==> src/common/line_pkg.sv <==
package line_pkg;

	//////////////////////////////////////////////////////////////////////
	// Line geometry and keystream constants
	//////////////////////////////////////////////////////////////////////

	localparam int LINE_WORDS = 4;

	// Golden-ratio multiplier spreads neighbouring addresses apart
	localparam logic [31:0] KS_STEP = 32'h9E37_79B9;

	// One 128-bit line, seen as words by the guards and as raw bits by the RAM
	typedef union packed {
		logic [LINE_WORDS-1:0][31:0] words;
		logic [32*LINE_WORDS-1:0]    raw;
	} line_u;

	// Request from a refill port, plaintext
	typedef struct packed {
		logic        write;
		logic [15:0] addr;
		line_u       data;
	} port_req_t;

	// Response to a refill port
	typedef struct packed {
		line_u data;
		logic  ack;
	} port_rsp_t;

	// Request toward the RAM, data already scrambled
	typedef struct packed {
		logic        write;
		logic [15:0] addr;
		line_u       data;
	} mem_req_t;

	//////////////////////////////////////////////////////////////////////
	// Keystream generator
	//////////////////////////////////////////////////////////////////////

	// Word k = key ^ (addr * KS_STEP) ^ (k * 0x01010101)
	function automatic line_u keystream(input logic [31:0] key, input logic [15:0] addr);
		line_u       ks;
		logic [31:0] addr_mix;
		addr_mix = 32'(addr) * KS_STEP;
		for (int k = 0; k < LINE_WORDS; k++)
		begin
			ks.words[k] = key ^ addr_mix ^ (32'(k) * 32'h0101_0101);
		end
		return ks;
	endfunction

endpackage

==> src/line_guard/line_guard.sv <==
`timescale 1ns/1ps

module line_guard
	import line_pkg::*;
#(
	parameter logic [31:0] PORT_KEY  = 32'h5A17_C3E1,
	parameter int          ADDR_BITS = 8
)
(
	input  logic      sys_clock,
	input  logic      reset,

	// Refill port side
	input  port_req_t req_i,
	input  logic      req_valid_i,
	output logic      req_ready_o,
	output port_rsp_t rsp_o,
	output logic      rsp_valid_o,
	input  logic      rsp_ready_i,

	// Arbiter side
	output mem_req_t  mem_req_o,
	output logic      mem_valid_o,
	input  logic      mem_ready_i,
	input  logic      mem_done_i,
	input  line_u     mem_rdata_i
);

	typedef enum logic [1:0] {
		ST_IDLE,
		ST_ISSUE,
		ST_WAIT,
		ST_RESP
	} state_t;

	state_t      state_q;
	mem_req_t    mem_req_q;
	port_rsp_t   rsp_q;
	logic [15:0] addr_in;
	line_u       ks_in;
	line_u       ks_held;
	line_u       wdata_scr;
	line_u       rdata_plain;

	// Only the RAM-sized part of the address is kept
	assign addr_in = 16'(req_i.addr[ADDR_BITS-1:0]);

	//////////////////////////////////////////////////////////////////////
	// Scramble on the way in, unscramble on the way back
	//////////////////////////////////////////////////////////////////////

	always_comb
	begin
		ks_in   = keystream(PORT_KEY, addr_in);
		ks_held = keystream(PORT_KEY, mem_req_q.addr);
		for (int k = 0; k < LINE_WORDS; k++)
		begin
			wdata_scr.words[k]   = req_i.data.words[k] ^ ks_in.words[k];
			rdata_plain.words[k] = mem_rdata_i.words[k] ^ ks_held.words[k];
		end
	end

	// Transaction sequencing
	always_ff @(posedge sys_clock)
	begin
		if (reset)
		begin
			state_q <= ST_IDLE;
		end
		else
		begin
			case (state_q)
				ST_IDLE:
					if (req_valid_i)
						state_q <= ST_ISSUE;
				ST_ISSUE:
					if (mem_ready_i)
						state_q <= ST_WAIT;
				ST_WAIT:
					if (mem_done_i)
						state_q <= ST_RESP;
				default:
					if (rsp_ready_i)
						state_q <= ST_IDLE;
			endcase
		end
	end

	// Held request and response words
	always_ff @(posedge sys_clock)
	begin
		if (state_q == ST_IDLE && req_valid_i)
		begin
			mem_req_q.write <= req_i.write;
			mem_req_q.addr  <= addr_in;
			mem_req_q.data  <= wdata_scr;
		end
		if (state_q == ST_WAIT && mem_done_i)
		begin
			// Write ack carries an all-zero line
			rsp_q.data <= mem_req_q.write ? line_u'('0) : rdata_plain;
			rsp_q.ack  <= mem_req_q.write;
		end
	end

	assign req_ready_o = (state_q == ST_IDLE);
	assign mem_valid_o = (state_q == ST_ISSUE);
	assign mem_req_o   = mem_req_q;
	assign rsp_valid_o = (state_q == ST_RESP);
	assign rsp_o       = rsp_q;

	// Back-pressure must not drop or alter a pending response
	a_rsp_hold : assert property (
		@(posedge sys_clock) disable iff (reset)
		rsp_valid_o && !rsp_ready_i |=> rsp_valid_o && $stable(rsp_o)
	)
	else
		$error("line_guard: response changed before it was taken");

endmodule

==> config.mk <==
export PLATFORM = sky130hd
export DESIGN_NAME = line_guard
export DESIGN_NICKNAME = d
export VERILOG_FILES = /design/src/common/line_pkg.sv /design/src/line_guard/line_guard.sv
export SDC_FILE = /design/constraint.sdc
export NUM_CORES = 1
export LEC_CHECK = 0
export ABC_AREA = 1
export BUFFER_PORTS_ARGS = -buffer_cell sky130_fd_sc_hd__buf_2
export CAP_MARGIN = 25
export CORE_MARGIN = 2
export CORE_UTILIZATION = 38
export DETAILED_ROUTE_END_ITERATION = 8
export PLACE_DENSITY = 0.63
export SLEW_MARGIN = 10
export SYNTH_ARGS = -nofsm -noshare
export SYNTH_HDL_FRONTEND = slang
export SYNTH_SLANG_ARGS = --single-unit
==> constraint.sdc <==
create_clock -name sys_clock -period 7.4 [get_ports sys_clock]
set_input_delay 1.85 -clock sys_clock [delete_from_list [all_inputs] [get_ports sys_clock]]
set_output_delay 1.85 -clock sys_clock [all_outputs]
set_load 0.005 [all_outputs]
==> results.ini, run 1 <==
[worst_setup_path]
reg2reg_depth = 17
worstSetupPathType = in -> reg
cp-start-kind = primary input
rr_startpoint = mem_req_o[130]$_DFFE_PP_
crit_path_max_fanout = 8
crit_start = req_i[133]
cp.arrival_ns = 6.08
r2r_slack_ns = 2.48
crit_path_end_kind = flip-flop
worstReg2RegEnd = rsp_o[93]$_SDFFCE_PP0P_
worst_ep_required_time_ns = 7.73

[cts]
cts.htree.levels = 1
cts_buffer_depth = 3
clock_sinks = 268
path_clk_slew_ns = 0.06
hold_buffers = 0
post_cts_buffers = 0
clkLatencyLatePin_ns = 0.57
ctsResizeCount = 0
cts_buffers = 30
cts_root_buffer = clkbuf_16
cts_tree = built

[hold_path]
min_from = state_q[1]$_SDFFE_PP0P_
whs_endpoint = state_q[1]$_SDFFE_PP0P_
hold_depth = 2
min_path_type = reg -> reg

[synth]
yosys.area_share.simple = 0.1920
synth_top_area_frac = 0.4039
yosysMostFrequentCell = nand2_1
synth_compound_area_frac = 0.03739
synth-main-ff-cell = edfxtp_1
synth_top_family_by_area = adder cells
synth_cells = 2155
async_flop_share = 0
muxShareOfSynthArea = 0
yosys_warnings = 0
synthAdderAreaFrac = 0.2050
syn_avg_cell_area_um2 = 9.177
synth_edf_count = 266
ys_ff_latch = 268
netlist_area_mm2 = 0.01978
synth_cell_types = 40
synth_area_leader_cell = edfxtp_1
synth_xor_area_frac = 0.07326
synth.top_cells.by_area = edfxtp_1, fa_1, nand2_1, ha_1, inv_1
seq_area_frac_synth = 0.4059
synthTopCellsByCount = nand2_1, inv_1, edfxtp_1, nor2_1, ha_1

[placement]
portBuffers = 539
place_congestion = 0.9417
dp_hpwl_um = 45640

[layout]
utilization = 0.4733
fin_nets = 3239
fillers = 4971
area_growth_pct = 23.03
drive_gt1_frac = 0.2368

[grt]
grt_overflow = 0
antenna_found_initial = 3
grt_pass1_vias = 16600
grt_pass1_wl_um = 86900
grt_max_degree = 92
grt_usage = 0.2045

[floorplanning]
core_area_mm2 = 0.05141
num_rows = 83
die_y_um = 232.1
dieArea_mm2 = 0.05388
start_util = 0.3847
die_x_um = 232.1
io_pins = 556

[drt]
detail_route.iter0.violations = 636
drt-total-wl_um = 55490
num_vias = 15970
vias_per_cell = 4.679
wl_per_cell_um = 16.26
drcViolationCount = 0
drtPass1Iterations = 6
ant_nets = 0

[sta]
finalHoldViolations = 0
fin_worst_skew_ns = 0.009484
min_period_over_period = 0.7770
fin_crit_ns = 5.750
max_slew.worst_pin.slew_ns = 0.9431
slew_viol_final = 0
slew_headroom = 0.3713
setup_violations = 0
setup-tns-final_ns = 0
max_freq_mhz = 173.9
rsz0062_at_grt = false

[outcome]
status = finished, final reports clean

[job]
max_cap_viol_count = 0

area by class of cell:
cell class / count / area [µm²] / share of cell area
Inverter: 415 / 1565 / 0.06433
Clock inverter: 22 / 292.8 / 0.01203
Antenna cell: 1 / 2.502 / 0.0001028
Multi-Input combinational cell: 1449 / 10070 / 0.4139
Timing Repair Buffer: 544 / 2735 / 0.1124
Tap cell: 680 / 850.8 / 0.03497
Sequential cell: 268 / 8028 / 0.3299
Clock buffer: 34 / 787.0 / 0.03235
registers in the layout, summed over array words and instances (netlist names):
register and cells:
mem_req_o 137, rsp_o 129, state_q 2
layer usage:
metal / routed length, µm / track usage
met5: 21 / 0
met4: 1470 / 0.05168
met3: 3165 / 0.03794
met2: 29320 / 0.3914
met1: 21520 / 0.2313
cells in the final DEF (no fill, tap or decap), types with 7 or more instances in the layout:
cell / synthesis / final
nor2_1: 227 / 227
bufinv_16: 0 / 7
clkinv_2: 0 / 9
a21oi_1: 80 / 80
nand3b_1: 20 / 20
edfxtp_1: 266 / 266
xor2_1: 80 / 80
xor2_2: 8 / 8
o21ai_0: 52 / 52
ha_1: 132 / 132
xnor2_1: 51 / 51
conb_1: 1 / 8
nand3_1: 120 / 120
inv_1: 412 / 410
nand4_1: 16 / 16
nand2_1: 476 / 476
fa_1: 120 / 120
buf_2: 4 / 539
nand2_2: 12 / 12
clkbuf_16: 0 / 31
critical path, stage by stage:
cell     delay (ns)
buf_2          0.18
fa_1           0.62
fa_1           0.61
inv_1          0.06
fa_1           0.47
fa_1           0.50
inv_1          0.07
ha_1           0.42
nand2_1        0.13
nor2_1         0.21
and2_1         0.19
nand4_1        0.15
nand4_1        0.31
nand2_1        0.16
nand2_1        0.10
nand2_1        0.05
cell families after synthesis:
kind of cell,Yosys count
buf+inv,445
simple gates,898
compound gates,143
fa+ha+maj,252
other cells,1
flops,268
xor+xnor,148
worst max path at each step:
stage	to	slack (ns)	depth (start not counted)
floorplan	mem_req_o[124]$_DFFE_PP_	1.92	16
global placement	mem_req_o[25]$_DFFE_PP_	1.17	16
detailed placement	mem_req_o[89]$_DFFE_PP_	1.12	16
CTS	mem_req_o[89]$_DFFE_PP_	1.74	16
global route	mem_req_o[82]$_DFFE_PP_	1.49	17
finish	mem_req_o[89]$_DFFE_PP_	1.65	16
through the flow:
| stage | setup WS (ns) | instance area, µm² | hold slack (ns) | std cells |
|---|---|---|---|---|
| final | 1.650 | 24330 | 0.5532 | 3413 |
| after global routing | 1.486 | 24330 | 0.5831 | 3413 |
| after CTS | 1.742 | 24330 | 0.5547 | 3412 |
| after detailed placement | 1.124 | 23250 | 0.5427 | 3356 |
| after global placement | 1.170 | 23250 | 0.5188 | 3356 |
| after floorplan | 1.918 | 19800 | 0.4985 | 2162 |
Power of run 1 is left out: the tool's default activity adds up to more than one toggle a clock period on the data nets, which glitch-free logic cannot reach.
==> inputs of run 2 (changes only) <==
Clock period 7.4 ns to 5.7 ns, I/O delays scaled along.
==> results.ini, run 2 (synthesized netlist as in run 1, its figures left out) <==
[worst_setup_path]
rr_startpoint = mem_req_o[130]$_DFFE_PP_
r2r_slack_ns = 0.80
worstSetupPathType = in -> reg
crit_path_end_kind = flip-flop
reg2reg_depth = 17
cp.arrival_ns = 5.46
worst_ep_required_time_ns = 6.01
cp-start-kind = primary input
crit_path_max_fanout = 4
worstReg2RegEnd = rsp_o[125]$_SDFFCE_PP0P_

[layout]
largest_register_ffs = 137
area_growth_pct = 24.40
fin_nets = 3272
drive_gt1_frac = 0.2441
final_common_cell = buf_2
final_cell_mix = buf_2, nand2_1, inv_1
layout.cells.non_filler = 3446
utilization = 0.4786

[floorplanning]
core_area_mm2 = 0.05141
start_util = 0.3847
io_pins = 556
die_y_um = 232.1
dieArea_mm2 = 0.05388
num_rows = 83
die_x_um = 232.1

[hold_path]
hold_depth = 2
min_from = state_q[1]$_SDFFE_PP0P_
min_path_type = reg -> reg
whs_endpoint = state_q[1]$_SDFFE_PP0P_

[sta]
max_freq_mhz = 194.3
max_slew.worst_pin.slew_ns = 0.9045
slew_headroom = 0.3970
finalHoldViolations = 0
setup-tns-final_ns = 0
min_period_over_period = 0.9029
setup_violations = 0
slew_viol_final = 0
fin_crit_ns = 5.147
fin_worst_skew_ns = 0.009215
rsz0062_at_grt = false

[cts]
cts_root_buffer = clkbuf_16
clock_sinks = 268
hold_buffers = 0
cts_tree = built
clkLatencyLatePin_ns = 0.56
path_clk_slew_ns = 0.06
cts_buffer_depth = 3
cts.htree.levels = 1
ctsResizeCount = 0
post_cts_buffers = 0
cts_buffers = 30

[grt]
grt_max_degree = 108
grt_pass1_wl_um = 85810
grt_usage = 0.2005
antenna_found_initial = 3
grt_pass1_vias = 16740
grt_overflow = 0

[drt]
vias_per_cell = 4.656
drt-total-wl_um = 55010
drtPass1Iterations = 5
drcViolationCount = 0
num_vias = 16040
ant_nets = 0
detail_route.iter0.violations = 657
wl_per_cell_um = 15.96

[placement]
placedCellCount = 3388
place_congestion = 0.9373
dp_hpwl_um = 45800
portBuffers = 539

[job]
max_cap_viol_count = 0

[outcome]
status = finished, final reports clean

-- run 2: worst max-delay path by stage --
| stage | from | cells after the start | end |
|---|---|---|---|
| after floorplan | req_i[133] | 16 | mem_req_o[124]$_DFFE_PP_ |
| after global placement | req_i[134] | 16 | mem_req_o[126]$_DFFE_PP_ |
| after detailed placement | req_i[133] | 16 | mem_req_o[77]$_DFFE_PP_ |
| after CTS | req_i[133] | 16 | mem_req_o[77]$_DFFE_PP_ |
| after global routing | req_i[133] | 15 | mem_req_o[28]$_DFFE_PP_ |
| final | req_i[133] | 15 | mem_req_o[28]$_DFFE_PP_ |
-- run 2: metal layers --
| metal | GRT usage | wire length [µm] |
|---|---|---|
| met1 | 0.2225 | 21060 |
| met2 | 0.3868 | 29390 |
| met3 | 0.03082 | 2934 |
| met4 | 0.06490 | 1615 |
| met5 | 0 | 13 |
-- run 2: cell type report --
cell class                      instances  area [µm²]
Tap cell                              680       850.8
Inverter                              415        1565
Multi-Input combinational cell       1449       10070
Clock buffer                           40       809.5
Fill cell                            4941       26800
Clock inverter                         16       261.5
Timing Repair Buffer                  577        3015
Antenna cell                            1       2.502
Sequential cell                       268        8028
-- run 2: per-stage QoR --
step           cell area, µm²  setup slack [ns]  hold slack [ns]
2_1_floorplan           19800            0.6433           0.4985
5_1_grt                 24600            0.3047           0.5893
4_1_cts                 24570            0.6026           0.5514
3_5_place_dp            23500          0.009472           0.5386
6_report                24600            0.5533           0.5572
3_3_place_gp            23500           0.05223           0.5192
-- run 2: critical path, stage by stage --
cell and delay [ns]:
buf_2 0.14, fa_1 0.61, fa_1 0.61, inv_1 0.07, fa_1 0.45, fa_1 0.51
inv_1 0.05, ha_1 0.33, a21oi_1 0.24, o21ai_0 0.19, buf_4 0.17, a21oi_1 0.22
nand4_1 0.22, nand3b_1 0.15, nand2_1 0.07
Power of run 2 is left out for the same reason.
==> inputs of run 3 (changes only) <==
--- a/config.mk
+++ b/config.mk
@@ -12,5 +12,5 @@
 export CORE_UTILIZATION = 38
 export DETAILED_ROUTE_END_ITERATION = 8
-export PLACE_DENSITY = 0.63
+export PLACE_DENSITY = 0.66
 export SLEW_MARGIN = 10
 export SYNTH_ARGS = -nofsm -noshare
==> constraint.sdc (replaced) <==
create_clock -name sys_clock -period 4.5 [get_ports sys_clock]
set_input_delay 0.675 -clock sys_clock [delete_from_list [all_inputs] [get_ports sys_clock]]
set_output_delay 0.675 -clock sys_clock [all_outputs]
set_load 0.005 [all_outputs]
==> results.ini, run 3 (synthesized netlist as in run 1, its figures left out) <==
[outcome]
status = finished, final reports clean

[sta]
finalHoldViolations = 0
slew_headroom = 0.5608
rsz0062_at_grt = true
setup_violations = 0
setup-tns-final_ns = 0
fin_worst_skew_ns = 0.02596
max_slew.worst_pin.slew_ns = 0.6541
max_freq_mhz = 227.7
fin_crit_ns = 4.392
slew_viol_final = 0
min_period_over_period = 0.9759
finalWorstSetupSlack_ns = 0.1085

[grt]
grt_pass1_vias = 17610
grt_max_degree = 105
grt_usage = 0.2058
grt_pass1_wl_um = 88480
grt_overflow = 0
antenna_found_initial = 8

[worst_setup_path]
cp.arrival_ns = 4.70
crit_path_end_kind = flip-flop
cp-start-kind = flip-flop
crit_path_max_fanout = 4
worst_ep_required_time_ns = 4.81
worstSetupPathType = reg -> reg
rr_startpoint = mem_req_o[133]$_DFFE_PP_
crit_start = mem_req_o[133]$_DFFE_PP_

[hold_path]
min_path_type = in -> reg
min_from = req_i[144]

[cts]
cts_root_buffer = clkbuf_16
cts_tree = built
cts_buffer_depth = 3
path_clk_slew_ns = 0.06
cts.htree.levels = 1
clock_sinks = 268
clkLatencyLatePin_ns = 0.57
hold_buffers = 0
cts_buffers = 30

[drt]
ant_nets = 0
vias_per_cell = 4.683
drtPass1Iterations = 5
wl_per_cell_um = 15.97
detail_route.iter0.violations = 642
drt-total-wl_um = 57410
num_vias = 16830
drcViolationCount = 0

[layout]
register_area_mm2 = 0.008028
final_common_cell = buf_2
area_growth_pct = 33.44
final_cell_mix = buf_2, nand2_1, inv_1
largest_register_ffs = 137
fillers = 4773
final_area_mm2 = 0.02639
drive_gt1_frac = 0.3250
multi_input_comb_area_mm2 = 0.01082
utilization = 0.5134
fin_nets = 3416

[floorplanning]
core_area_mm2 = 0.05141
num_rows = 83
dieArea_mm2 = 0.05388
io_pins = 556
die_y_um = 232.1
die_x_um = 232.1
start_util = 0.3847

[job]
max_cap_viol_count = 0

[placement]
place_congestion = 0.9370
placedInstanceArea_mm2 = 0.02443
place_ws_ns = -0.4082
dp_hpwl_um = 46600
portBuffers = 539

run 3: per-layer routing:
layer	global-route usage	routed length (µm)
met1	0.2247	21560
met2	0.3998	30850
met3	0.03278	3129
met4	0.06831	1855
met5	0	13
run 3: timing repair:
item / CTS / global route
pin swaps: 1 / 37
gates resized for setup: 15 / 156
endpoints found under the setup margin: 52 / 108
setup buffers: 2 / 22
run 3: worst paths after layout:
kind | endpoint | slack, ns | cells after the start
worst max register to register | rsp_o[121]$_SDFFCE_PP0P_ | 0.11 | 17
worst min-delay path | mem_req_o[144]$_DFFE_PP_ | 0.28 | 1
worst min register to register | state_q[1]$_SDFFE_PP0P_ | 0.54 | 2
worst max-delay path | rsp_o[121]$_SDFFCE_PP0P_ | 0.11 | 17
run 3: layout make-up:
class                   count  share of cell area
repair buffers            721              0.1571
well taps                 680             0.03224
diodes                      7           0.0006638
clock inverters            21            0.006780
multi-input cells        1449              0.4099
clock buffers              34             0.02982
inverters                 415             0.05931
flip-flops and latches    268              0.3042
run 3: through the flow:
step / hold WS (ns) / std cells
after CTS: 0.2465 / 3566
final: 0.2848 / 3595
after floorplan: 0.4985 / 2162
after global placement: 0.5171 / 3509
after detailed placement: 0.5270 / 3509
after global routing: 0.2589 / 3595
run 3: worst max-delay path, stage by stage, from the launching register on:
cell and delay, ns:
edfxtp_1 0.43, fa_2 0.66, fa_1 0.46, inv_1 0.10, fa_1 0.45, fa_1 0.57, inv_1 0.08, ha_4 0.32
nand2_4 0.08, nor2_4 0.12, and2_4 0.16, nand4_1 0.18, nand3_1 0.15, nand2_1 0.07, nand2_2 0.11, nand2_1 0.08
nand2_1 0.08, nor2_1 0.05
Power of run 3 is left out for the same reason.
