$ cat config.mk
export PLATFORM = sky130hd
export DESIGN_NAME = mem_arbiter
export DESIGN_NICKNAME = d
export VERILOG_FILES = /design/src/common/line_pkg.sv /design/src/hdl/mem_arbiter.sv
export SDC_FILE = /design/constraint.sdc
export NUM_CORES = 1
export LEC_CHECK = 0
export BUFFER_PORTS_ARGS = -buffer_cell sky130_fd_sc_hd__buf_2
export CAP_MARGIN = 20
export CELL_PAD_IN_SITES_DETAIL_PLACEMENT = 1
export CELL_PAD_IN_SITES_GLOBAL_PLACEMENT = 2
export CORE_AREA = 4 4 268 270
export CTS_CLUSTER_SIZE = 24
export DETAILED_ROUTE_END_ITERATION = 12
export DIE_AREA = 0 0 272 274
export PLACE_DENSITY_LB_ADDON = 0.12
export SLEW_MARGIN = 40
export SYNTH_ARGS = -nofsm -noshare
export SYNTH_HDL_FRONTEND = slang
export SYNTH_SLANG_ARGS = --single-unit
$ cat constraint.sdc
create_clock -name sys_clock -period 7.1 [get_ports sys_clock]
set_input_delay 0.71 -clock sys_clock [delete_from_list [all_inputs] [get_ports sys_clock]]
set_output_delay 0.71 -clock sys_clock [all_outputs]
set_load 0.02 [all_outputs]
$ cat src/common/line_pkg.sv
package line_pkg;

	//////////////////////////////////////////////////////////////////////
	// Line geometry and keystream constants
	//////////////////////////////////////////////////////////////////////

	localparam int LINE_WORDS = 4;

	// Golden-ratio multiplier spreads neighbouring addresses apart
	localparam logic [31:0] KS_STEP = 32'h9E37_79B9;

	// One 128-bit line, seen as words by the guards and as raw bits by the RAM
	typedef union packed {
		logic [LINE_WORDS-1:0][31:0] words;
		logic [32*LINE_WORDS-1:0]    raw;
	} line_u;

	// Request from a refill port, plaintext
	typedef struct packed {
		logic        write;
		logic [15:0] addr;
		line_u       data;
	} port_req_t;

	// Response to a refill port
	typedef struct packed {
		line_u data;
		logic  ack;
	} port_rsp_t;

	// Request toward the RAM, data already scrambled
	typedef struct packed {
		logic        write;
		logic [15:0] addr;
		line_u       data;
	} mem_req_t;

	//////////////////////////////////////////////////////////////////////
	// Keystream generator
	//////////////////////////////////////////////////////////////////////

	// Word k = key ^ (addr * KS_STEP) ^ (k * 0x01010101)
	function automatic line_u keystream(input logic [31:0] key, input logic [15:0] addr);
		line_u       ks;
		logic [31:0] addr_mix;
		addr_mix = 32'(addr) * KS_STEP;
		for (int k = 0; k < LINE_WORDS; k++)
		begin
			ks.words[k] = key ^ addr_mix ^ (32'(k) * 32'h0101_0101);
		end
		return ks;
	endfunction

endpackage

$ cat src/hdl/mem_arbiter.sv
`timescale 1ns/1ps

module mem_arbiter
	import line_pkg::*;
#(
	parameter int NUM_PORTS = 2
)
(
	input  logic                 sys_clock,
	input  logic                 reset,

	// Guard side
	input  mem_req_t             req_i [NUM_PORTS],
	input  logic [NUM_PORTS-1:0] valid_i,
	output logic [NUM_PORTS-1:0] ready_o,
	output logic [NUM_PORTS-1:0] done_o,
	output line_u                rdata_o,

	// RAM side
	output logic                 ram_en_o,
	output mem_req_t             ram_req_o,
	input  line_u                ram_rdata_i
);

	localparam int IDX_W = (NUM_PORTS > 1) ? $clog2(NUM_PORTS) : 1;

	logic                 busy_q;
	logic [NUM_PORTS-1:0] issue_q;
	logic [NUM_PORTS-1:0] done_q;
	logic [IDX_W-1:0]     winner;
	logic                 grant;
	mem_req_t             ram_req_q;

	//////////////////////////////////////////////////////////////////////
	// Winner selection
	//////////////////////////////////////////////////////////////////////

	// Highest requesting port wins so the data port comes first
	always_comb
	begin
		winner = '0;
		for (int p = 0; p < NUM_PORTS; p++)
		begin
			if (valid_i[p])
				winner = IDX_W'(p);
		end
	end

	// A port in flight keeps the grant and nobody else gets in
	assign grant = !busy_q && (|valid_i);

	always_comb
	begin
		ready_o = '0;
		if (grant)
			ready_o[winner] = 1'b1;
	end

	//////////////////////////////////////////////////////////////////////
	// Transaction pipeline of grant, RAM enable and done
	//////////////////////////////////////////////////////////////////////

	always_ff @(posedge sys_clock)
	begin
		if (reset)
		begin
			busy_q  <= 1'b0;
			issue_q <= '0;
			done_q  <= '0;
		end
		else
		begin
			// Each stage carries the owning port as a one-hot flag
			issue_q <= ready_o;
			// RAM latency covered by one stage for reads and writes alike
			done_q  <= issue_q;
			if (grant)
			begin
				busy_q <= 1'b1;
			end
			else if (|done_q)
			begin
				busy_q <= 1'b0;
			end
		end
	end

	always_ff @(posedge sys_clock)
	begin
		if (grant)
			ram_req_q <= req_i[winner];
	end

	// Done comes from the stage flag of the port that owns the grant
	assign done_o = done_q;

	// Read line is broadcast and only the done port picks it up
	assign rdata_o   = ram_rdata_i;
	assign ram_en_o  = |issue_q;
	assign ram_req_o = ram_req_q;

	a_done_onehot : assert property (
		@(posedge sys_clock) disable iff (reset)
		$onehot0(done_o)
	)
	else
		$error("mem_arbiter: more than one done at once");

	// No new grant until the outstanding transaction completes
	a_single_outstanding : assert property (
		@(posedge sys_clock) disable iff (reset)
		grant |=> (!grant) [*2]
	)
	else
		$error("mem_arbiter: grant while a transaction was outstanding");

endmodule

==> results.py, run 1 <==
metrics = {
    "status": {
        "status": "finished, final reports clean",
    },
    "global_route": {
        "grt_usage_pct": 7.80,
        "antenna_found_initial": 8,
        "grt_max_degree": 78,
        "grt_overflow": 0,
        "grt_pass1_wl_mm": 40.7,
        "grt_pass1_vias": 5539,
    },
    "drt": {
        "drc": 0,
        "post_drt_wl_per_cell_um": 17.4,
        "dr_total_vias": 4875,
        "wirelength_mm": 30.1,
        "detail_route.vias_per_cell": 2.82,
        "drtAntennaViolNets": 0,
        "drtPass1Iterations": 4,
        "drt_iter0_drc": 108,
    },
    "setup_path": {
        "crit_path_max_fanout": 69,
        "cp_num_buf_inv": 3,
        "critical_path_class": "input pin to output pin",
        "startpoint_type": "input pin",
        "crit_family": "buffers and inverters",
        "cp.required_ns": 6.39,
        "crit_chain": "buf_6 > buf_4 > nor2b_1 > buf_2",
        "crit_path_end_kind": "output pin",
        "cpMaxStageDelayCell": "buf_4",
        "crit_arrival_ns": 2.38,
        "max_stage_delay_ns": 0.65,
    },
    "sta": {
        "slew_viol_final": 0,
        "fin_worst_hold_slack_ns": 0.467,
        "grt_setup_unrepaired": "false",
        "tns_ns": 0,
        "setup_viol": 0,
        "period_minus_slack_ns": 3.09,
        "fin_skew_ns": 0.00572,
        "max_freq_mhz": 324,
        "fin_crit_sh_pct": 43.5,
        "hold_violations": 0,
        "timing.slew.headroom_pct": 49.3,
        "tightest_slew_ns": 0.760,
        "setup_slack_ns": 4.01,
    },
    "clock_network": {
        "root_buffer": "clkbuf_16",
        "postCtsSetupRepairBufs": 0,
        "holdBufCountCts": 0,
        "cts_max_level": 4,
        "clock-sinks": 150,
        "clock_latency_ns": 0.47,
        "cts_tree": "yes",
        "cts_buffers": 17,
        "clockBufferDepth": 2,
        "cts.clk_slew.worst_paths_ns": 0.07,
        "cts_resized": 0,
    },
    "power_and_ir_drop": {
        "p_per_area_nw_per_um2": 259,
        "p_sw_share_pct": 29.1,
        "p_sw_uw": 773,
        "ir_drop_mv": 0.127,
        "p_total_uw": 2660,
        "p_int_uw": 1880,
        "p_leak_uw": 0.00413,
        "seqPwrFrac_pct": 42.5,
        "clockPowerShare_pct": 39.3,
        "pwr-share-comb_pct": 18.2,
    },
    "placed_design": {
        "place_ws_ns": 3.89,
        "place_congestion": 0.679,
        "dp_hpwl_mm": 23.0,
        "port_buffers": 443,
        "postPlaceCellArea_um2": 9630,
    },
    "synthesis": {
        "syn-cell-area_um2": 7270,
        "synth-seq-cells": 150,
        "yosysSeqAreaShare_pct": 61.2,
        "synth.yosys.warnings": 0,
        "syn_nets": 872,
        "syn_inst": 450,
        "avgSynthCellArea_um2": 16.2,
        "yosysUniqueCellTypes": 12,
    },
    "final_layout": {
        "layout_common_cells": "buf_2 (442), mux2_2 (145), edfxtp_1 (145)",
        "fin_nets": 1194,
        "drive_above_1_share_pct": 79.6,
        "final_common_cell": "buf_2",
        "synthToLayoutAreaGrowth_pct": 41.1,
        "fillCellCount": 8009,
        "post-route-cell-area_um2": 10300,
    },
    "worst_hold_path": {
        "hp-class": "flip-flop to flip-flop",
    },
    "job": {
        "cap_violations": 0,
    },
    "floorplan": {
        "start_util_pct": 10.5,
        "ios": 700,
        "core_um2": 69500,
        "std_cell_rows": 97,
        "dieArea_um2": 74500,
        "die_w_um": 272,
        "die_y_um": 274,
    },
}
==> per-layer routing <==
metal / GRT usage, % / vias up / wire (um)
met4: 3.71 / 4 / 1010
li1: - / 2181 / -
met1: 7.09 / 2288 / 9850
met2: 13.6 / 336 / 15500
met5: 0 / - / 27
met3: 5.04 / 66 / 3690
==> state kept, by name (all words and copies together) (netlist names) <==
register,cells
done_o,2
ram_req_o,145
busy_q,1
issue_q,2
==> area by class of cell <==
| cell class | count | area, um^2 | share of cell area (%) |
|---|---|---|---|
| tap | 940 | 1180 | 11.5 |
| timing repair buffer | 447 | 2290 | 22.3 |
| clock inverter | 14 | 200 | 1.95 |
| sequential | 150 | 4450 | 43.4 |
| clock buffer | 17 | 425 | 4.14 |
| multi-input combinational | 156 | 1710 | 16.7 |
| antenna | 6 | 15.0 | 0.146 |
==> power groups by stage <==
stage,Clock (uW),Combinational [uW],Sequential (uW)
floorplan,0,231,1290
global placement,0,501,1150
detailed placement,0,505,1150
CTS,1120,505,1130
global route,1150,526,1140
finish,1040,483,1130
==> final timing paths <==
check	from	endpoint	slack, ns	cells past startpoint
hold / removal	issue_q[1]	done_o[1]	0.47	1
hold reg to reg	issue_q[1]	done_o[1]	0.47	1
setup / recovery	valid_i[1]	ready_o[1]	4.01	4
setup reg to reg	busy_q	ram_req_o[26]	5.34	3
==> kinds of logic (layout without fill, tap and decap cells) <==
kind of cell	Yosys count	in the layout	share of synthesized area, %
buffers and inverters	144	478	15.4
AO/OA/AOI/OAI	1	1	0.103
other	0	6	0
multiplexers	145	145	22.4
flip-flops	150	150	61.2
AND/OR/NAND/NOR	10	10	0.860
==> cells in the mapped netlist <==
master / count / share of area [%]
o31ai_1: 1 / 0.10
nor2b_1: 5 / 0.43
nor2_1: 2 / 0.10
or4b_1: 1 / 0.14
edfxtp_1: 145 / 60
buf_6: 11 / 1.7
or2_2: 1 / 0.086
dfxtp_1: 5 / 1.4
nor3b_1: 1 / 0.10
buf_4: 131 / 14
mux2_2: 145 / 22
buf_2: 2 / 0.14
==> worst reg2reg max path: stages (launching register included) <==
cell	delay, ns
dfxtp_1	0.37
nor2_4	0.15
buf_12	0.33
buf_16	0.34
==> per-stage QoR <==
stage | util [%] | std cells
2_1_floorplan | - | 450
3_3_place_gp | 13.8 | 1692
3_5_place_dp | 13.8 | 1693
4_1_cts | 14.7 | 1724
5_1_grt | 14.8 | 1727
6_report | 14.8 | 1730
(Power assumes the default switching activity.)
==> run 2: changes to the inputs <==
--- a/config.mk
+++ b/config.mk
@@ -9,10 +9,10 @@
 export CAP_MARGIN = 20
 export CELL_PAD_IN_SITES_DETAIL_PLACEMENT = 1
 export CELL_PAD_IN_SITES_GLOBAL_PLACEMENT = 2
-export CORE_AREA = 4 4 268 270
+export CORE_AREA = 4 4 269 271
 export CTS_CLUSTER_SIZE = 24
 export DETAILED_ROUTE_END_ITERATION = 12
-export DIE_AREA = 0 0 272 274
+export DIE_AREA = 0 0 273 275
 export PLACE_DENSITY_LB_ADDON = 0.12
 export SLEW_MARGIN = 40
 export SYNTH_ARGS = -nofsm -noshare
==> constraint.sdc (replaced) <==
create_clock -name sys_clock -period 2.85 [get_ports sys_clock]
set_input_delay 0.285 -clock sys_clock [delete_from_list [all_inputs] [get_ports sys_clock]]
set_output_delay 0.285 -clock sys_clock [all_outputs]
set_load 0.02 [all_outputs]
==> run 2 against run 1 <==
Die area up 0.73%. Sequential cell count unchanged. First-iteration DRC count up 40%. Largest cell class unchanged. Combinational power rose to 2.6 times the previous value. Critical path type unchanged. Power up 150%. Clock skew up 0.0081 ns. Global-route usage up 0.37 points. Count of clock-buffer cells in the layout unchanged. Sequential share of layout area down 0.27 points.
==> results.py, run 2 (synthesis gave the netlist of run 1 again) <==
metrics = {
    "status": {
        "status": "finished, final reports clean",
    },
    "final_layout": {
        "synthToLayoutAreaGrowth_pct": 42.0,
        "drive_above_1_share_pct": 79.9,
        "layout_common_cells": "buf_2 (442), mux2_2 (145), edfxtp_1 (145)",
        "final_common_cell": "buf_2",
        "largest_reg_flops": 145,
        "fin_nets": 1200,
        "fin_util_pct": 14.8,
    },
    "global_route": {
        "antenna_found_initial": 6,
        "grt_usage_pct": 8.16,
        "grt_pass1_wl_mm": 42.4,
        "grt_pass1_vias": 5597,
        "grt_overflow": 0,
        "grt_max_degree": 71,
    },
    "power_and_ir_drop": {
        "p_leak_uw": 0.00417,
        "ir_drop_mv": 0.362,
        "p_per_area_nw_per_um2": 632,
    },
    "drt": {
        "wirelength_mm": 31.6,
        "post_drt_wl_per_cell_um": 18.2,
        "detail_route.vias_per_cell": 2.85,
        "drt_iter0_drc": 151,
        "dr_total_vias": 4940,
        "drtAntennaViolNets": 0,
        "drc": 0,
        "drtPass1Iterations": 4,
    },
    "floorplan": {
        "die_y_um": 275,
        "ios": 700,
        "start_util_pct": 10.4,
        "std_cell_rows": 97,
        "core_um2": 69800,
        "dieArea_um2": 75100,
        "die_w_um": 273,
    },
    "job": {
        "cap_violations": 0,
    },
    "setup_path": {
        "critical_path_class": "input pin to output pin",
        "regToRegSetupSlack_ns": 1.41,
        "crit_path_end_kind": "output pin",
        "crit_arrival_ns": 1.41,
        "crit_path_max_fanout": 70,
        "r2r-start": "busy_q",
        "crit_end": "ready_o[1]",
        "crit_path_start": "valid_i[1]",
        "cp.required_ns": 2.57,
        "rr_worst_depth": 2,
        "r2r_end": "ram_req_o[138]",
        "startpoint_type": "input pin",
    },
    "sta": {
        "fin_crit_sh_pct": 59.4,
        "slew_viol_final": 0,
        "max_freq_mhz": 590,
        "hold_violations": 0,
        "tightest_slew_ns": 0.502,
        "fin_worst_hold_slack_ns": 0.100,
        "grt_setup_unrepaired": "false",
        "fin_skew_ns": 0.0139,
        "setup_viol": 0,
        "timing.slew.headroom_pct": 66.6,
        "period_minus_slack_ns": 1.69,
    },
    "clock_network": {
        "cts.clk_slew.worst_paths_ns": 0.09,
        "clock-sinks": 150,
        "postCtsSetupRepairBufs": 0,
        "cts_resized": 0,
        "cts_max_level": 4,
        "clock_latency_ns": 0.48,
        "clockBufferDepth": 2,
        "holdBufCountCts": 1,
        "root_buffer": "clkbuf_16",
        "cts_tree": "yes",
        "cts_buffers": 17,
    },
    "worst_hold_path": {
        "holdCritStartpoint": "req_i[33]",
        "hp-class": "input pin to flip-flop",
    },
    "placed_design": {
        "dp_hpwl_mm": 24.8,
        "place_congestion": 0.677,
        "port_buffers": 443,
    },
}
[run 2: how the worst min path moves through the flow]
stage | to | slack [ns] | depth (start not counted)
2_1_floorplan | done_o[0] | 0.36 | 1
3_3_place_gp | done_o[1] | 0.45 | 1
3_5_place_dp | done_o[1] | 0.45 | 1
4_1_cts | ram_req_o[70] | 0.03 | 2
5_1_grt | ram_req_o[122] | 0.04 | 2
6_report | ram_req_o[33] | 0.10 | 2
[run 2: where the power goes]
part | leakage (uW) | internal, uW | switching [uW]
Combinational | 0.00242 | 493 | 761
Sequential | 0.00146 | 2750 | 58.6
Clock | 0.000293 | 1260 | 1210
[run 2: layer usage]
metal  global-route usage [%]  vias to the layer above  share of wire, %
met1                     7.64                     2361                33
met5                        0                        -              0.18
met4                     3.81                       10               2.7
met2                     14.7                      305                54
li1                         -                     2196                 -
met3                     4.29                       68                10
[run 2: critical path, stage by stage]
cell	delay (ns)
buf_6	0.21
buf_12	0.36
nor2b_1	0.31
buf_2	0.22
[run 2: cell type report]
cell class | instances | area [um^2]
clock buffers | 17 | 425
multi-input cells | 156 | 1720
well taps | 940 | 1180
repair buffers | 453 | 2380
flip-flops and latches | 150 | 4450
diodes | 2 | 5.00
fillers | 8024 | 59500
clock inverters | 15 | 176
[run 2: per-stage QoR]
| stage | total power, uW | area, um^2 | setup TNS, ns | std cells | setup slack (ns) |
|---|---|---|---|---|---|
| global placement | 4180 | 9710 | 0 | 1698 | 1.10 |
| finish | 6530 | 10300 | 0 | 1733 | 1.16 |
| detailed placement | 4170 | 9710 | 0 | 1698 | 1.11 |
| floorplan | 3780 | 7310 | -38.59 | 450 | -0.266 |
| CTS | 6790 | 10300 | 0 | 1731 | 1.10 |
| global route | 6910 | 10300 | 0 | 1732 | 1.03 |
==> run 3: changes to the inputs <==
--- a/config.mk
+++ b/config.mk
@@ -9,10 +9,10 @@
 export CAP_MARGIN = 20
 export CELL_PAD_IN_SITES_DETAIL_PLACEMENT = 1
 export CELL_PAD_IN_SITES_GLOBAL_PLACEMENT = 2
-export CORE_AREA = 4 4 269 271
+export CORE_AREA = 4 4 268 270
 export CTS_CLUSTER_SIZE = 24
 export DETAILED_ROUTE_END_ITERATION = 12
-export DIE_AREA = 0 0 273 275
+export DIE_AREA = 0 0 272 274
 export PLACE_DENSITY_LB_ADDON = 0.12
 export SLEW_MARGIN = 40
 export SYNTH_ARGS = -nofsm -noshare
==> constraint.sdc (replaced) <==
create_clock -name sys_clock -period 1.4 [get_ports sys_clock]
set_input_delay 0.14 -clock sys_clock [delete_from_list [all_inputs] [get_ports sys_clock]]
set_output_delay 0.14 -clock sys_clock [all_outputs]
set_load 0.02 [all_outputs]
==> run 3 against run 2 <==
The flow now finishes with violations (setup timing). Critical path depth unchanged. Combinational power increased to 2.9 times the previous value. Hold slack got worse by 0.051 ns. Setup slack lost 1.2 ns. Non-clock buffer count increased by 315. Largest power group unchanged. Highest routed layer is now met4.
==> results.py, run 3 (synthesis gave the netlist of run 1 again) <==
metrics = {
    "setup_path": {
        "cpMaxStageDelayCell": "dlygate4sd3_1",
        "cp_num_buf_inv": 3,
        "crit_arrival_ns": 1.62,
        "r2r_end": "ram_req_o[32]",
        "cp.required_ns": 1.60,
        "crit_chain": "dlygate4sd3_1 > buf_2 > mux2_2 > dlygate4sd3_1",
        "crit_path_end_kind": "flip-flop",
        "critical_path_class": "input pin to flip-flop",
        "max_stage_delay_ns": 0.57,
        "crit_family": "buffers and inverters",
        "cpMostUsedCell": "dlygate4sd3_1",
        "crit_path_max_fanout": 1,
        "cp_num_cells": 4,
        "crit_path_start": "req_i[124]",
        "startpoint_type": "input pin",
        "rr_worst_depth": 3,
        "crit_end": "ram_req_o[124]",
        "r2r-start": "busy_q",
        "regToRegSetupSlack_ns": 0.16,
    },
    "final_layout": {
        "largest_reg_flops": 145,
        "stdcell_count": 2051,
        "fin_nets": 1515,
        "synthToLayoutAreaGrowth_pct": 87.2,
        "final_common_cell": "buf_2",
        "layout_common_cells": "buf_2 (439), dlygate4sd3_1 (289), mux2_2 (145), edfxtp_1 (145)",
        "drive_above_1_share_pct": 59.6,
        "seq_area_um2": 4460,
        "fillCellCount": 7910,
        "multiInputGateArea_um2": 1730,
    },
    "status": {
        "failed_checks": "setup timing",
        "status": "complete, but fails checks",
    },
    "drt": {
        "wirelength_mm": 33.5,
        "drt_iter0_drc": 156,
        "drtPass1Iterations": 4,
        "drtAntennaViolNets": 0,
        "post_drt_wl_per_cell_um": 16.3,
        "dr_total_vias": 6201,
        "detail_route.vias_per_cell": 3.02,
        "drc": 0,
    },
    "job": {
        "cap_violations": 0,
    },
    "sta": {
        "hold_violations": 0,
        "fin_crit_sh_pct": 101,
        "slew_viol_final": 0,
        "fin_worst_hold_slack_ns": 0.0494,
        "timing.slew.headroom_pct": 84.8,
        "tns_ns": -0.0995,
        "tightest_slew_ns": 0.228,
        "setup_viol": 12,
        "fin_skew_ns": 0.0176,
        "max_freq_mhz": 705,
        "grt_setup_unrepaired": "true",
        "setup_slack_ns": -0.0192,
        "period_minus_slack_ns": 1.42,
    },
    "global_route": {
        "grt_overflow": 0,
        "grt_pass1_wl_mm": 46.8,
        "grt_max_degree": 27,
        "grt_pass1_vias": 7258,
        "grt_usage_pct": 8.70,
        "antenna_found_initial": 6,
    },
    "clock_network": {
        "clock-sinks": 150,
        "cts_buffers": 17,
        "cts_tree": "yes",
        "clockBufferDepth": 2,
        "clock_latency_ns": 0.47,
        "root_buffer": "clkbuf_16",
        "cts.clk_slew.worst_paths_ns": 0.07,
        "cts_max_level": 4,
    },
    "floorplan": {
        "std_cell_rows": 97,
        "die_y_um": 274,
        "ios": 700,
        "core_um2": 69500,
        "dieArea_um2": 74500,
        "start_util_pct": 10.5,
        "die_w_um": 272,
    },
    "worst_hold_path": {
        "hp-class": "input pin to flip-flop",
    },
    "power_and_ir_drop": {
        "p_leak_uw": 0.00557,
        "ir_drop_mv": 0.740,
        "p_per_area_nw_per_um2": 1040,
    },
    "placed_design": {
        "place_inst": 1721,
        "dp_hpwl_mm": 25.5,
        "port_buffers": 443,
        "place_congestion": 0.682,
    },
}
-- run 3: changes by cell type in the layout (fill, tap and decap cells not counted), sizes merged --
cell	change
dlygate4sd3	+288
inv	-6
clkinv	+5
diode	+3
clkbuf	+2
buf	+25
bufinv	+1
-- run 3: metal layers --
layer	up-vias	routed length [um]	share of wire, %	GRT usage (%)
met5	-	0	0	0
met4	0	1010	3.0	4.27
met3	67	2770	8.3	3.91
met2	325	18500	55	16.2
met1	2986	11200	33	8.03
li1	2823	-	-	-
-- run 3: cell type report --
cell class / instances / share of cell area, %
antenna: 5 / 0.0919
clock buffer: 17 / 3.12
clock inverter: 15 / 1.11
multi-input combinational: 156 / 12.7
sequential: 150 / 32.7
tap: 940 / 8.64
timing repair buffer: 768 / 41.6
-- run 3: worst min path at each step --
stage / start / endpoint / slack, ns / cells past startpoint
floorplan: reset / done_o[0] / 0.21 / 1
global placement: ram_rdata_i[105] / rdata_o[105] / 0.28 / 0
detailed placement: ram_rdata_i[105] / rdata_o[105] / 0.28 / 0
CTS: req_i[227] / ram_req_o[82] / 0.01 / 2
global route: req_i[82] / ram_req_o[82] / 0.03 / 2
finish: req_i[82] / ram_req_o[82] / 0.05 / 2
-- run 3: through the flow --
stage / cell area (um^2) / setup WS [ns] / utilization [%] / power, uW
2_1_floorplan: 7310 / -1.57 / - / 7700
4_1_cts: 13500 / 0.0142 / 19.5 / 14600
3_3_place_gp: 10000 / 0.0859 / 14.5 / 8690
3_5_place_dp: 10000 / 0.0779 / 14.5 / 8660
5_1_grt: 13600 / -0.0258 / 19.6 / 15000
6_report: 13600 / -0.0192 / 19.6 / 14200
-- run 3: repair_timing --
item | 4_1_cts | 5_1_grt
gates cloned | 0 | 2
pin swaps | 1 | 1
setup endpoints to repair | 3 | 17
endpoints found under the hold margin | 148 | 0
setup buffers | 0 | 2
resized for setup | 6 | 2
hold buffers | 289 | 0
-- run 3: power breakdown --
part | switching (uW) | internal, uW | total, uW | leakage (uW)
logic | 1750 | 1870 | 3620 | 0.00383
registers | 123 | 5590 | 5720 | 0.00146
clock network | 2210 | 2630 | 4840 | 0.000283
total | 4080 | 10100 | 14200 | 0.00557
